===== src/verilog/branchFetch_config.svh =====
`ifndef BRANCHFETCH_CONFIG_SVH
`define BRANCHFETCH_CONFIG_SVH

// first fetch after reset, as a 32-bit byte address
// the fetch port carries bits [31:2] as the word address
`define BF_RESET_PC 32'h0000_0000

// entries in the instruction queue
// 2, 4 and 8 are all legal
`define BF_QUEUE_DEPTH 4

`endif


===== src/verilog/branchPkg.sv =====
package branchPkg;

  // register-form view of an instruction word
  typedef struct packed {
    logic [5:0]  opc;
    logic [4:0]  rd;
    logic [4:0]  ra;
    logic [4:0]  rb;
    logic [10:0] alt;
  } regFormT;

  // immediate-form view, low half is imm16
  typedef struct packed {
    logic [5:0]  opc;
    logic [4:0]  rd;
    logic [4:0]  ra;
    logic [15:0] imm;
  } immFormT;

  // one 32-bit word, two decodes
  typedef union packed {
    regFormT regForm;
    immFormT immForm;
  } instWord;

  // immediate branch opcodes
  localparam logic [5:0] opBru = 6'o56;
  localparam logic [5:0] opBcc = 6'o57;

  // conditions carried in rd[2:0] of a conditional branch
  typedef enum logic [2:0] {
    condEq = 3'd0,
    condNe = 3'd1,
    condLt = 3'd2,
    condLe = 3'd3,
    condGt = 3'd4,
    condGe = 3'd5
  } branchCond;

endpackage


===== src/verilog/branchFetchTop.sv =====
`timescale 1ns/100ps
`include "branchFetch_config.svh"

module branchFetchTop import branchPkg::*; (
  input  logic        gclk,
  input  logic        rstN,
  output logic        fetchReq,
  output logic [31:2] fetchAddr,
  input  logic        fetchAck,
  input  instWord     fetchInst,
  input  logic [31:0] fetchOperand,
  output logic        retireValid,
  output logic [31:2] retirePc,
  output logic        retireTaken
);

  // fetch to queue
  logic        pushValid;
  instWord     pushInst;
  logic [31:0] pushOperand;
  logic [31:2] pushPc;
  logic        full;

  // queue to branch unit
  logic        headValid;
  instWord     headInst;
  logic [31:0] headOperand;
  logic [31:2] headPc;
  logic        pop;

  // redirect also flushes the queue
  logic        redirect;
  logic [31:2] redirectPc;

  fetchUnit uFetch (
    .gclk, .rstN,
    .fetchReq, .fetchAddr, .fetchAck, .fetchInst, .fetchOperand,
    .pushValid, .pushInst, .pushOperand, .pushPc,
    .full, .redirect, .redirectPc
  );

  instQueue #(.depth(`BF_QUEUE_DEPTH)) uQueue (
    .gclk, .rstN,
    .pushValid, .pushInst, .pushOperand, .pushPc, .full,
    .headValid, .headInst, .headOperand, .headPc, .pop,
    .flush (redirect)
  );

  branchUnit uBranch (
    .gclk, .rstN,
    .headValid, .headInst, .headOperand, .headPc, .pop,
    .redirect, .redirectPc,
    .retireValid, .retireTaken, .retirePc
  );

endmodule


===== src/verilog/branchUnit.sv =====
`timescale 1ns/100ps

module branchUnit import branchPkg::*; (
  input  logic        gclk,
  input  logic        rstN,
  input  logic        headValid,
  input  instWord     headInst,
  input  logic [31:0] headOperand,
  input  logic [31:2] headPc,
  output logic        pop,
  output logic        redirect,
  output logic [31:2] redirectPc,
  output logic        retireValid,
  output logic        retireTaken,
  output logic [31:2] retirePc
);

  logic        isBru;
  logic        isBcc;
  branchCond   cond;
  logic        opZero;
  logic        opNeg;
  logic        leTrue;
  logic        condTrue;
  logic        delayBit;
  logic        taken;
  logic [31:2] target;

  // delay slot owed by an earlier taken branch
  logic        slotPending;
  logic [31:2] pendingTarget;

  // no pop in a redirect cycle, the queue is flushing
  assign pop = headValid && !redirect;

  // opcode decode
  assign isBru = (headInst.regForm.opc == opBru);
  assign isBcc = (headInst.regForm.opc == opBcc);
  assign cond  = branchCond'(headInst.regForm.rd[2:0]);

  // signed compare of operand against zero
  assign opZero = (headOperand == 32'd0);
  assign opNeg  = headOperand[31];
  assign leTrue = opNeg || opZero;

  always_comb begin
    case (cond)
      condEq:  condTrue = opZero;
      condNe:  condTrue = !opZero;
      condLt:  condTrue = opNeg;
      condLe:  condTrue = leTrue;
      // gt as an inverted le
      condGt:  condTrue = !leTrue;
      condGe:  condTrue = !opNeg;
      default: condTrue = 1'b0;
    endcase
  end

  // delay bit sits in ra for bru, rd for bcc
  assign delayBit = isBru ? headInst.regForm.ra[4] : headInst.immForm.rd[4];

  // a branch in a delay slot is an ordinary instruction
  assign taken = (isBru || (isBcc && condTrue)) && !slotPending;

  // pc-relative word target, imm16 sign-extended
  assign target = headPc + {{14{headInst.immForm.imm[15]}}, headInst.immForm.imm};

  // control state
  always_ff @(posedge gclk or negedge rstN) begin
    if (!rstN) begin
      retireValid <= 1'b0;
      redirect    <= 1'b0;
      slotPending <= 1'b0;
    end else begin
      retireValid <= pop;
      redirect    <= 1'b0;
      if (pop) begin
        if (slotPending) begin
          // slot retires now, jump goes with it
          redirect    <= 1'b1;
          slotPending <= 1'b0;
        end else if (taken && !delayBit) begin
          redirect <= 1'b1;
        end else if (taken) begin
          slotPending <= 1'b1;
        end
      end
    end
  end

  // retire payload and targets
  always_ff @(posedge gclk) begin
    if (pop) begin
      retirePc    <= headPc;
      retireTaken <= taken;
      if (slotPending) begin
        redirectPc <= pendingTarget;
      end else if (taken && !delayBit) begin
        redirectPc <= target;
      end
      // held until the slot instruction pops
      if (taken && delayBit) begin
        pendingTarget <= target;
      end
    end
  end

endmodule


===== src/verilog/fetchUnit.sv =====
`timescale 1ns/100ps
`include "branchFetch_config.svh"

module fetchUnit import branchPkg::*; (
  input  logic        gclk,
  input  logic        rstN,
  output logic        fetchReq,
  output logic [31:2] fetchAddr,
  input  logic        fetchAck,
  input  instWord     fetchInst,
  input  logic [31:0] fetchOperand,
  output logic        pushValid,
  output instWord     pushInst,
  output logic [31:0] pushOperand,
  output logic [31:2] pushPc,
  input  logic        full,
  input  logic        redirect,
  input  logic [31:2] redirectPc
);

  localparam logic [31:0] resetPc = `BF_RESET_PC;

  // four-phase master states
  typedef enum logic [1:0] {stIdle, stReq, stWait} fetchState;

  fetchState   state;
  // next word address to fetch
  logic [31:2] pc;
  // address held stable for the open request
  logic [31:2] reqAddr;
  // word in flight was overtaken by a redirect
  logic        discard;
  logic        capture;
  logic        startReq;

  // first cycle with ack seen high
  assign capture = (state == stReq) && fetchAck;
  // queue not full and no redirect pending
  assign startReq = (state == stIdle) && !full && !redirect;

  assign fetchReq  = (state == stReq);
  assign fetchAddr = reqAddr;

  // push straight from the memory bus in the capture cycle
  assign pushValid   = capture && !discard && !redirect;
  assign pushInst    = fetchInst;
  assign pushOperand = fetchOperand;
  assign pushPc      = reqAddr;

  always_ff @(posedge gclk or negedge rstN) begin
    if (!rstN) begin
      state   <= stIdle;
      pc      <= resetPc[31:2];
      reqAddr <= resetPc[31:2];
      discard <= 1'b0;
    end else begin
      case (state)
        stIdle: begin
          if (redirect) begin
            pc <= redirectPc;
          end else if (startReq) begin
            state   <= stReq;
            reqAddr <= pc;
          end
        end
        stReq: begin
          if (fetchAck) begin
            state   <= stWait;
            discard <= 1'b0;
            // kept word moves pc on, a dropped one leaves it alone
            if (redirect) begin
              pc <= redirectPc;
            end else if (!discard) begin
              pc <= pc + 30'd1;
            end
          end else if (redirect) begin
            // finish the handshake, drop the word later
            discard <= 1'b1;
            pc      <= redirectPc;
          end
        end
        stWait: begin
          if (redirect) begin
            pc <= redirectPc;
          end
          // ack low ends the four-phase cycle
          if (!fetchAck) begin
            state <= stIdle;
          end
        end
        default: state <= stIdle;
      endcase
    end
  end

endmodule


===== src/verilog/instQueue.sv =====
`timescale 1ns/100ps

module instQueue import branchPkg::*; #(
  parameter int depth = 4
) (
  input  logic        gclk,
  input  logic        rstN,
  input  logic        pushValid,
  input  instWord     pushInst,
  input  logic [31:0] pushOperand,
  input  logic [31:2] pushPc,
  output logic        full,
  output logic        headValid,
  output instWord     headInst,
  output logic [31:0] headOperand,
  output logic [31:2] headPc,
  input  logic        pop,
  input  logic        flush
);

  localparam int ptrW = (depth > 1) ? $clog2(depth) : 1;

  // payload storage
  instWord     instMem [depth];
  logic [31:0] operandMem [depth];
  logic [31:2] pcMem [depth];

  logic [ptrW-1:0] rdPtr;
  logic [ptrW-1:0] wrPtr;
  logic [ptrW:0]   count;
  logic            doPush;
  logic            doPop;

  assign full      = (count == (ptrW+1)'(depth));
  assign headValid = (count != '0);
  assign doPush    = pushValid && !full && !flush;
  assign doPop     = pop && headValid && !flush;

  // head entry read combinationally
  assign headInst    = instMem[rdPtr];
  assign headOperand = operandMem[rdPtr];
  assign headPc      = pcMem[rdPtr];

  // storage write
  always_ff @(posedge gclk) begin
    if (doPush) begin
      instMem[wrPtr]    <= pushInst;
      operandMem[wrPtr] <= pushOperand;
      pcMem[wrPtr]      <= pushPc;
    end
  end

  always_ff @(posedge gclk or negedge rstN) begin
    if (!rstN) begin
      rdPtr <= '0;
      wrPtr <= '0;
      count <= '0;
    end else if (flush) begin
      // flush wins over a same-cycle push
      rdPtr <= '0;
      wrPtr <= '0;
      count <= '0;
    end else begin
      if (doPush) begin
        wrPtr <= (wrPtr == ptrW'(depth - 1)) ? '0 : wrPtr + ptrW'(1);
      end
      if (doPop) begin
        rdPtr <= (rdPtr == ptrW'(depth - 1)) ? '0 : rdPtr + ptrW'(1);
      end
      // push and pop together leave count unchanged
      count <= count + {{ptrW{1'b0}}, doPush} - {{ptrW{1'b0}}, doPop};
    end
  end

endmodule

===== config.mk =====
export PLATFORM = sky130hd
export DESIGN_NAME = branchFetchTop
export DESIGN_NICKNAME = d
export VERILOG_FILES = /design/src/verilog/branchPkg.sv /design/src/verilog/branchFetchTop.sv /design/src/verilog/branchUnit.sv /design/src/verilog/fetchUnit.sv /design/src/verilog/instQueue.sv
export VERILOG_INCLUDE_DIRS = /design/src /design/src/verilog
export SDC_FILE = /design/constraint.sdc
export NUM_CORES = 1
export LEC_CHECK = 0
export BUFFER_PORTS_ARGS = -buffer_cell sky130_fd_sc_hd__buf_2
export CORE_UTILIZATION = 55
export CTS_CLUSTER_DIAMETER = 80
export DETAILED_ROUTE_END_ITERATION = 6
export PLACE_DENSITY_LB_ADDON = 0.3
export SKIP_CTS_REPAIR_TIMING = 1
export SLEW_MARGIN = 40
export SYNTH_ARGS = -nofsm -noshare
export SYNTH_HDL_FRONTEND = slang
export SYNTH_HIERARCHICAL = 1
export SYNTH_SLANG_ARGS = --single-unit

===== constraint.sdc =====
create_clock -name gclk -period 6.5 [get_ports gclk]
set_input_delay 1.625 -clock gclk [delete_from_list [all_inputs] [get_ports gclk]]
set_output_delay 1.625 -clock gclk [all_outputs]
set_load 0.01 [all_outputs]

; ---- Word level (Yosys, flattened, before mapping)
; Memory sizes are Yosys's and may differ from the RTL's.
; Cells that the tools add are included.
[op_classes]
add_sub_neg = 6
mul = 0
div_mod_pow = 0
order_cmp = 0
n_eq_ne = 17
n_shift = 0
muxes = 31
bitwise = 1
reduce_logical = 40
[ops]
columns = operator, count
row1 = 30-bit 2-to-1 mux, 6
row2 = 30-bit case mux with 2 select lines, 1
row3 = 32-bit logical NOT, 1
row4 = "30-bit by 1-bit adder with 30-bit output, second input constant", 1
row5 = 30-bit adder, 1
row6 = 2-bit 2-to-1 mux, 10
row7 = 1-bit logical AND, 14
row8 = "6-bit equality test, second input constant", 2
row9 = 1-bit 2-to-1 mux, 11
row10 = 2-bit nonzero test, 5
row11 = "3-bit equality test, second input constant", 3
row12 = 1-bit logical NOT, 8
row13 = 2-bit AND reduction, 4
row14 = "2-bit equality test, second input constant", 3
row15 = "3-bit by 2-bit equality test with 1-bit output, second input constant", 2
row16 = 1-bit case mux with 6 select lines, 1
row17 = 2-bit case mux with 3 select lines, 1
row18 = "2-bit by 1-bit adder with 2-bit output, second input constant", 2
row19 = "2-bit by 1-bit inequality test with 1-bit output, second input constant", 2
row20 = "2-bit inequality test, second input constant", 2
row21 = "4-bit by 3-bit inequality test with 1-bit output, second input constant", 1
row22 = 4-bit AND reduction, 1
row23 = 3-bit by 1-bit adder with 3-bit output, 1
row24 = "3-bit by 1-bit equality test with 1-bit output, second input constant", 1
row25 = 10 further kinds, 11
[word_totals]
ff_bits = 164
latchBits = 0
mem_bits_rw = 376
romBits = 0
input_bits = 67
out_inout_bits = 63
elab_cells = 112
n_memories = 3
[memory_table]
columns = memory, depth, width, read_ports, rd_ports_with_merged_regs, write_ports, line
row1 = uQueue.instMem, 4, 32, 1, 0, 1, instQueue.sv:24  ; instWord instMem [depth];
row2 = uQueue.operandMem, 4, 32, 1, 0, 1, instQueue.sv:25  ; logic [31:0] operandMem [depth];
row3 = uQueue.pcMem, 4, 30, 1, 0, 1, instQueue.sv:26  ; logic [31:2] pcMem [depth];

; ---- Longest topological paths before layout
; Gate-level depths: netlist of run 1.
; An unclocked memory read counts as a cell.
[logic_depth]
word_depth = 12
depth_mapped = 14
mapped_depth_nobuf = 12

; ---- By module
; Netlist of run 1, hierarchy kept.
[modules_own_cells]
columns = mod, n_inst, cells_per_inst, area_each_um2, seq_area_each_um2
row1 = instQueue, 1, 539, 14015.9, 11466.0
row2 = branchUnit, 1, 426, 5081.1, 2807.7
row3 = fetchUnit, 1, 412, 3947.5, 1576.5

; ---- Worst setup path after synthesis of run 1
; OpenSTA, ideal clock, no wires.
[synth_path]
path_type = flip-flop to flip-flop
from = register uQueue.rdPtr[0]
to = register uBranch/redirectPc[10] in the netlist's numbering (enable)
setup_time_ns = 0.504
arrival_time_ns = 5.834
required_ns = 5.996
path_slack_ns = 0.162
stages_incl_launch_ff = 12
path_buffers = 3
synth_period_minus_slack_ns = 6.338
cell_sequence = dfrtp_1 -> buf_6 -> buf_6 -> buf_6 -> mux4_2 -> nor4_1 -> nand4_1 -> nor2_1 -> a21oi_1 -> or3b_2 -> o2111a_1 -> o41ai_1
[synth_via]
elab_chain_cells = 11
word_cells_on_any_way = 24
classes_between = 7 x eq/ne / 2 x mux / 13 x reduce/logical / 2 x memory
[synth_lines]
columns = item, line
row1 = "start, declared", instQueue.sv:28  ; logic [ptrW-1:0] rdPtr;
row2 = "start signal, assigned", instQueue.sv:68  ; rdPtr <= (rdPtr == ptrW'(depth - 1)) ? '0 : rdPtr + ptrW'(1);
row3 = memory read 4 x 32 bit *, -
row4 = named net headOperand[19], branchFetchTop.sv:27  ; logic [31:0] headOperand;
row5 = 32-bit logical NOT *, branchUnit.sv:42  ; assign opZero = (headOperand == 32'd0);
row6 = 1-bit logical OR, branchUnit.sv:44  ; assign leTrue = opNeg || opZero;
row7 = 1-bit logical NOT, branchUnit.sv:53  ; condGt: condTrue = !leTrue;
row8 = 1-bit case mux with 6 select lines *, branchUnit.sv:47  ; case (cond)
row9 = 1-bit logical AND *, branchUnit.sv:63  ; assign taken = (isBru || (isBcc && condTrue)) && !slotPending;
row10 = 1-bit logical OR *, branchUnit.sv:63
row11 = 1-bit logical AND *, branchUnit.sv:63
row12 = 1-bit logical AND *, branchUnit.sv:98  ; end else if (taken && !delayBit) begin
row13 = 2-bit nonzero test (no line) *, -
row14 = 2-bit AND reduction (no line) *, -
row15 = "end signal, assigned", branchUnit.sv:97  ; redirectPc <= pendingTarget;
row16 = "end signal, assigned", branchUnit.sv:99  ; redirectPc <= target;
row17 = "end, declared", branchUnit.sv:12  ; output logic [31:2] redirectPc,
; The timed path passes the listed nets; every way through them passes the cells marked *.
; A chain may end at the register's enable or synchronous reset.

==> results.yml, run 1 <==
final_layout:
  fin_nets: 1500
  final_core_util_pct: 61.6
  stdcell_area_sq_um: 24500
  drive_gt1_share_pct: 27.3
  fillers: 2928
  finalNonFillerCells: 1960
  area_growth_pct: 10.0
floorplan:
  initial_core_util_pct: 56.0
  num_rows: 73
  die_w_um: 203
  io_pins: 130
  core_area_sq_um: 39800
  die-area_sq_um: 41300
  die_h_um: 203
timing:
  fmaxAchievable_ghz: 0.226
  rsz0062_at_grt: "false"
  worst_slew_pin_slew_ns: 0.819
  finalSetupTns_ns: 0
  fin_crit_sh_pct: 68.0
  min_period_ns: 4.42
  hold_viol_final: 0
  drv_slew: 0
  slew_headroom_pct: 45.4
  setup_viol: 0
  skew_ns: 0.0184
  fin_hold_ws_ns: 0.452
critical_path:
  cpMaxStageDelayCell: "dfrtp_4"
  cp_top_family: "compound AO/OA/AOI/OAI gates"
  crit_buf_inv: 1
  reg2reg_from: "uQueue/rdPtr[1]$_DFFE_PN0P_"
  cp-end-kind: "flop"
  worstPathMaxFanout: 51
  worstPathArrival_ns: 4.75
  critical_path.max_stage_delay_ns: 0.90
  crit_type: "reg -> reg"
  critPathLaunchType: "flop"
  crit_start: "uQueue/rdPtr[1]$_DFFE_PN0P_"
  path_cells: "buf_4 -> mux4_2 -> ha_1 -> a21o_1 -> o41ai_2 -> o211ai_2 -> a2111oi_2 -> xnor2_1 -> mux2_4"
  cp.required_ns: 6.83
grt:
  antenna_found_initial: 3
  overflow: 0
  grtUsageTotal_pct: 22.0
  first_global_vias: 11900
  grt_start_max_net_pins: 56
  grt_pass1_wl_mm: 68.5
clock_network:
  insertion_delay_ns: 0.58
  htreeDepth: 2
  cts-root-buf: "clkbuf_16"
  clockBufferDepth: 3
  cts_tree: "built"
  cts_buffers: 52
  clock_sinks: 520
  path_clk_slew_ns: 0.06
yosys:
  synth_area_sq_um: 22300
  synthesis.nets: 1453
  synth_cells: 1347
  synth_warnings: 6
  postSynthAreaPerCell_sq_um: 16.6
place:
  dpl.cell_count: 1864
  dpl.hpwl_mm: 28.4
  port_buffers: 124
  place_area_sq_um: 22800
  globalplace.congestion: 0.864
pwr:
  seqPwrFrac_pct: 38.6
  switching_share_pct: 34.6
  p_comb_share_pct: 39.0
  p_leak_nw: 8.54
  switchingPower_mw: 4.56
  intPower_mw: 8.62
  clkPwrFrac_pct: 22.4
  power_density_nw_per_um2: 538
  ir_drop_v: 0.000279
drt:
  drt_wl_total_mm: 44.3
  drc: 0
  ant_nets: 0
  num_vias: 11700
  vias_per_cell: 5.96
  wl_per_cell_um: 22.6
  dr.pass1.iters: 5
  initialDrtViolationCount: 880
min_path:
  min_from: "uBranch/redirectPc[31]$_DFFE_PP_"
  hold_path.class: "reg -> reg"
job:
  drv_cap: 0
run_status:
  status: "finished, final reports clean"
-- final timing paths --
kind	end	slack (ns)	depth (start not counted)
max reg2reg	uBranch/redirectPc[31]$_DFFE_PP_	2.08	9
min reg2reg	uFetch/pc[31]$_DFFE_PN0P_	0.45	2
max	uBranch/redirectPc[31]$_DFFE_PP_	2.08	9
min in group asynchronous	uFetch/fetchAddr[11]$_DFFE_PN0P_	0.90	1
min	uFetch/pc[31]$_DFFE_PN0P_	0.45	2
max in group asynchronous	uQueue/rdPtr[1]$_DFFE_PN0P_	4.48	2
-- cells in the final DEF, fill, tap and decap left out, types with 20 or more instances in the layout --
cell type / instances
clkbuf_16: 53
mux2_2: 50
nand2_1: 76
mux4_2: 89
nor2_1: 35
edfxtp_1: 447
o22ai_1: 20
dfrtp_1: 71
nand3_1: 21
xnor2_1: 20
a21oi_1: 60
o21ai_0: 29
nor3_1: 21
ha_1: 37
buf_2: 123
inv_1: 26
-- power by group through the flow --
stage	sequential, mW	clock [mW]	combinational, mW
floorplan	5.01	0	3.96
global placement	5.16	0	4.97
detailed placement	5.19	0	5.06
CTS	5.13	3.01	5.11
global route	5.16	3.13	5.64
finish	5.09	2.95	5.15
-- metal layers --
metal | track usage (%) | share of wire (%) | vias to the layer above
li1 | - | - | 5295
met1 | 29.9 | 43 | 5968
met2 | 35.8 | 49 | 335
met3 | 4.43 | 6.0 | 74
met4 | 6.90 | 2.3 | 4
met5 | 0 | 0.041 | -
-- flip-flops by register name, indices dropped and copies added, names as in the netlist, 2 cells and up --
| register | count |
|---|---|
| uBranch/pendingTarget | 30 |
| uBranch/redirectPc | 30 |
| uBranch/retirePc | 30 |
| uFetch/fetchAddr | 30 |
| uFetch/pc | 30 |
| uFetch/state | 2 |
| uQueue/count | 3 |
| uQueue/instMem | 108 |
| uQueue/operandMem | 128 |
| uQueue/pcMem | 120 |
| uQueue/rdPtr | 2 |
| uQueue/wrPtr | 2 |
-- stage by stage --
stage	setup slack, ns	power, mW
floorplan	0.162	8.98
global placement	1.86	10.1
detailed placement	1.80	10.3
CTS	1.81	13.3
global route	1.80	13.9
finish	2.08	13.2
-- worst register-to-register path, cell delays in order (launching register included) --
cell	delay, ns
dfrtp_4	0.90
buf_4	0.48
mux4_2	0.42
ha_1	0.46
a21o_1	0.26
o41ai_2	0.41
o211ai_2	0.28
a2111oi_2	0.57
xnor2_1	0.14
mux2_4	0.27
-- final cells by class --
type | count | area, sq um | area share (%)
inverters | 27 | 104 | 0.423
clock buffers | 59 | 1350 | 5.50
flip-flops and latches | 520 | 15300 | 62.2
diodes | 2 | 5.00 | 0.0204
repair buffers | 141 | 826 | 3.37
clock inverters | 34 | 337 | 1.37
well taps | 525 | 657 | 2.68
multi-input cells | 652 | 5990 | 24.4
No activity file was read; power rests on OpenSTA's default activity.
==> run 2, diff against run 1 <==
--- a/config.mk
+++ b/config.mk
@@ -6,6 +6,7 @@
 export SDC_FILE = /design/constraint.sdc
 export NUM_CORES = 1
 export LEC_CHECK = 0
+export ABC_AREA = 1
 export BUFFER_PORTS_ARGS = -buffer_cell sky130_fd_sc_hd__buf_2
 export CORE_UTILIZATION = 55
 export CTS_CLUSTER_DIAMETER = 80
==> constraint.sdc (replaced) <==
create_clock -name gclk -period 4.27 [get_ports gclk]
set_input_delay 1.0675 -clock gclk [delete_from_list [all_inputs] [get_ports gclk]]
set_output_delay 1.0675 -clock gclk [all_outputs]
set_load 0.01 [all_outputs]
==> results.yml, run 2 <==
final_layout:
  final_common_cell: "nand2_1"
  finalNonFillerCells: 3029
  fin_nets: 2508
  final_core_util_pct: 61.7
  largest_reg_flops: 128
  stdcell_area_sq_um: 26800
  drive_gt1_share_pct: 14.1
  reg.largest.list: "uQueue/operandMem (128), uQueue/pcMem (120), uQueue/instMem (108)"
  layout_common_cells: "577 x nand2_1, 447 x edfxtp_1, 310 x inv_1"
  regMostFlops: "uQueue/operandMem"
  area_growth_pct: 9.52
floorplan:
  initial_core_util_pct: 56.3
  die_h_um: 213
  io_pins: 130
  num_rows: 76
  die_w_um: 213
  core_area_sq_um: 43500
  die-area_sq_um: 45400
timing:
  fin_hold_ws_ns: 0.494
  slew_headroom_pct: 50.1
  setup_viol: 0
  drv_slew: 0
  min_period_ns: 3.74
  fmaxAchievable_ghz: 0.268
  worst_slew_pin_slew_ns: 0.749
  rsz0062_at_grt: "false"
  skew_ns: 0.0244
  fin_ws_ns: 0.533
  fin_crit_sh_pct: 87.5
  hold_viol_final: 0
  finalSetupTns_ns: 0
pwr:
  power_density_nw_per_um2: 862
  power.total_mw: 23.1
  p_leak_nw: 11.2
  ir_drop_v: 0.000397
grt:
  grt_pass1_wl_mm: 85.6
  grt_start_max_net_pins: 105
  grtUsageTotal_pct: 25.1
  antenna_found_initial: 3
  first_global_vias: 15600
  overflow: 0
place:
  dpl.cell_count: 2933
  dpl.hpwl_mm: 38.2
  place_area_sq_um: 25200
  globalplace.congestion: 0.897
  port_buffers: 124
  pre_cts_ws_ns: 0.627
drt:
  drt_wl_total_mm: 55.6
  dr.pass1.iters: 5
  initialDrtViolationCount: 1488
  wl_per_cell_um: 18.3
  ant_nets: 0
  num_vias: 16200
  vias_per_cell: 5.36
  drc: 0
clock_network:
  insertion_delay_ns: 0.62
  clock_sinks: 520
  cts_tree: "built"
  htreeDepth: 2
  path_clk_slew_ns: 0.06
  clockBufferDepth: 3
  cts_buffers: 52
  cts-root-buf: "clkbuf_16"
yosys:
  postSynthAreaPerCell_sq_um: 10.4
  synth_area_sq_um: 24500
  synth_cells: 2356
  synthesis.nets: 2462
  synth_warnings: 6
job:
  drv_cap: 0
critical_path:
  cp.required_ns: 4.63
  cp-end-kind: "flop"
  worstPathArrival_ns: 4.09
  crit_type: "reg -> reg"
  critPathLaunchType: "flop"
  worstPathMaxFanout: 62
min_path:
  hold_path.class: "reg -> reg"
run_status:
  status: "finished, final reports clean"
## run 2: cell type report
| cell class | instances | area, sq um |
|---|---|---|
| antenna | 1 | 2.50 |
| tap | 585 | 732 |
| timing repair buffer | 172 | 1140 |
| clock buffer | 65 | 1380 |
| inverter | 328 | 1230 |
| clock inverter | 30 | 274 |
| sequential | 520 | 15300 |
| fill | 3490 | 16600 |
| multi-input combinational | 1328 | 6800 |
## run 2: critical path, stage by stage, from the launching register on
cell	delay [ns]
dfrtp_4	0.91
buf_4	0.35
buf_4	0.25
a21oi_1	0.09
o21ai_0	0.13
nand2_1	0.14
ha_1	0.39
nand2_2	0.15
inv_2	0.04
a21oi_1	0.23
nand2_2	0.15
nand2_2	0.08
nand2_2	0.11
nand2_1	0.11
nand3b_1	0.13
nand3_1	0.12
nand2_1	0.08
## run 2: path summary, 6_finish.rpt
check / slack, ns / start / to / cells after the start
max: 0.53 / uQueue/rdPtr[0]$_DFFE_PN0P_ / uBranch/redirectPc[18]$_DFFE_PP_ / 16
min: 0.49 / uFetch/pc[31]$_DFFE_PN0P_ / uFetch/pc[31]$_DFFE_PN0P_ / 2
max reg2reg: 0.53 / uQueue/rdPtr[0]$_DFFE_PN0P_ / uBranch/redirectPc[18]$_DFFE_PP_ / 16
min reg2reg: 0.49 / uFetch/pc[31]$_DFFE_PN0P_ / uFetch/pc[31]$_DFFE_PN0P_ / 2
max in group asynchronous: 3.25 / rstN / uQueue/rdPtr[0]$_DFFE_PN0P_ / 1
min in group asynchronous: 0.50 / rstN / uFetch/pc[21]$_DFFE_PN0P_ / 1
## run 2: power by group
part / switching, mW / total [mW] / internal, mW
sequential: 0.745 / 8.01 / 7.27
combinational: 7.23 / 10.7 / 3.46
clock: 1.97 / 4.41 / 2.44
total: 9.94 / 23.1 / 13.2
## run 2: per-layer routing
| metal | up-vias | track usage (%) | routed length [um] |
|---|---|---|---|
| li1 | 7905 | - | - |
| met1 | 7732 | 34.2 | 24200 |
| met2 | 496 | 40.4 | 25700 |
| met3 | 110 | 5.34 | 4080 |
| met4 | 2 | 8.14 | 1580 |
| met5 | - | 0 | 10 |
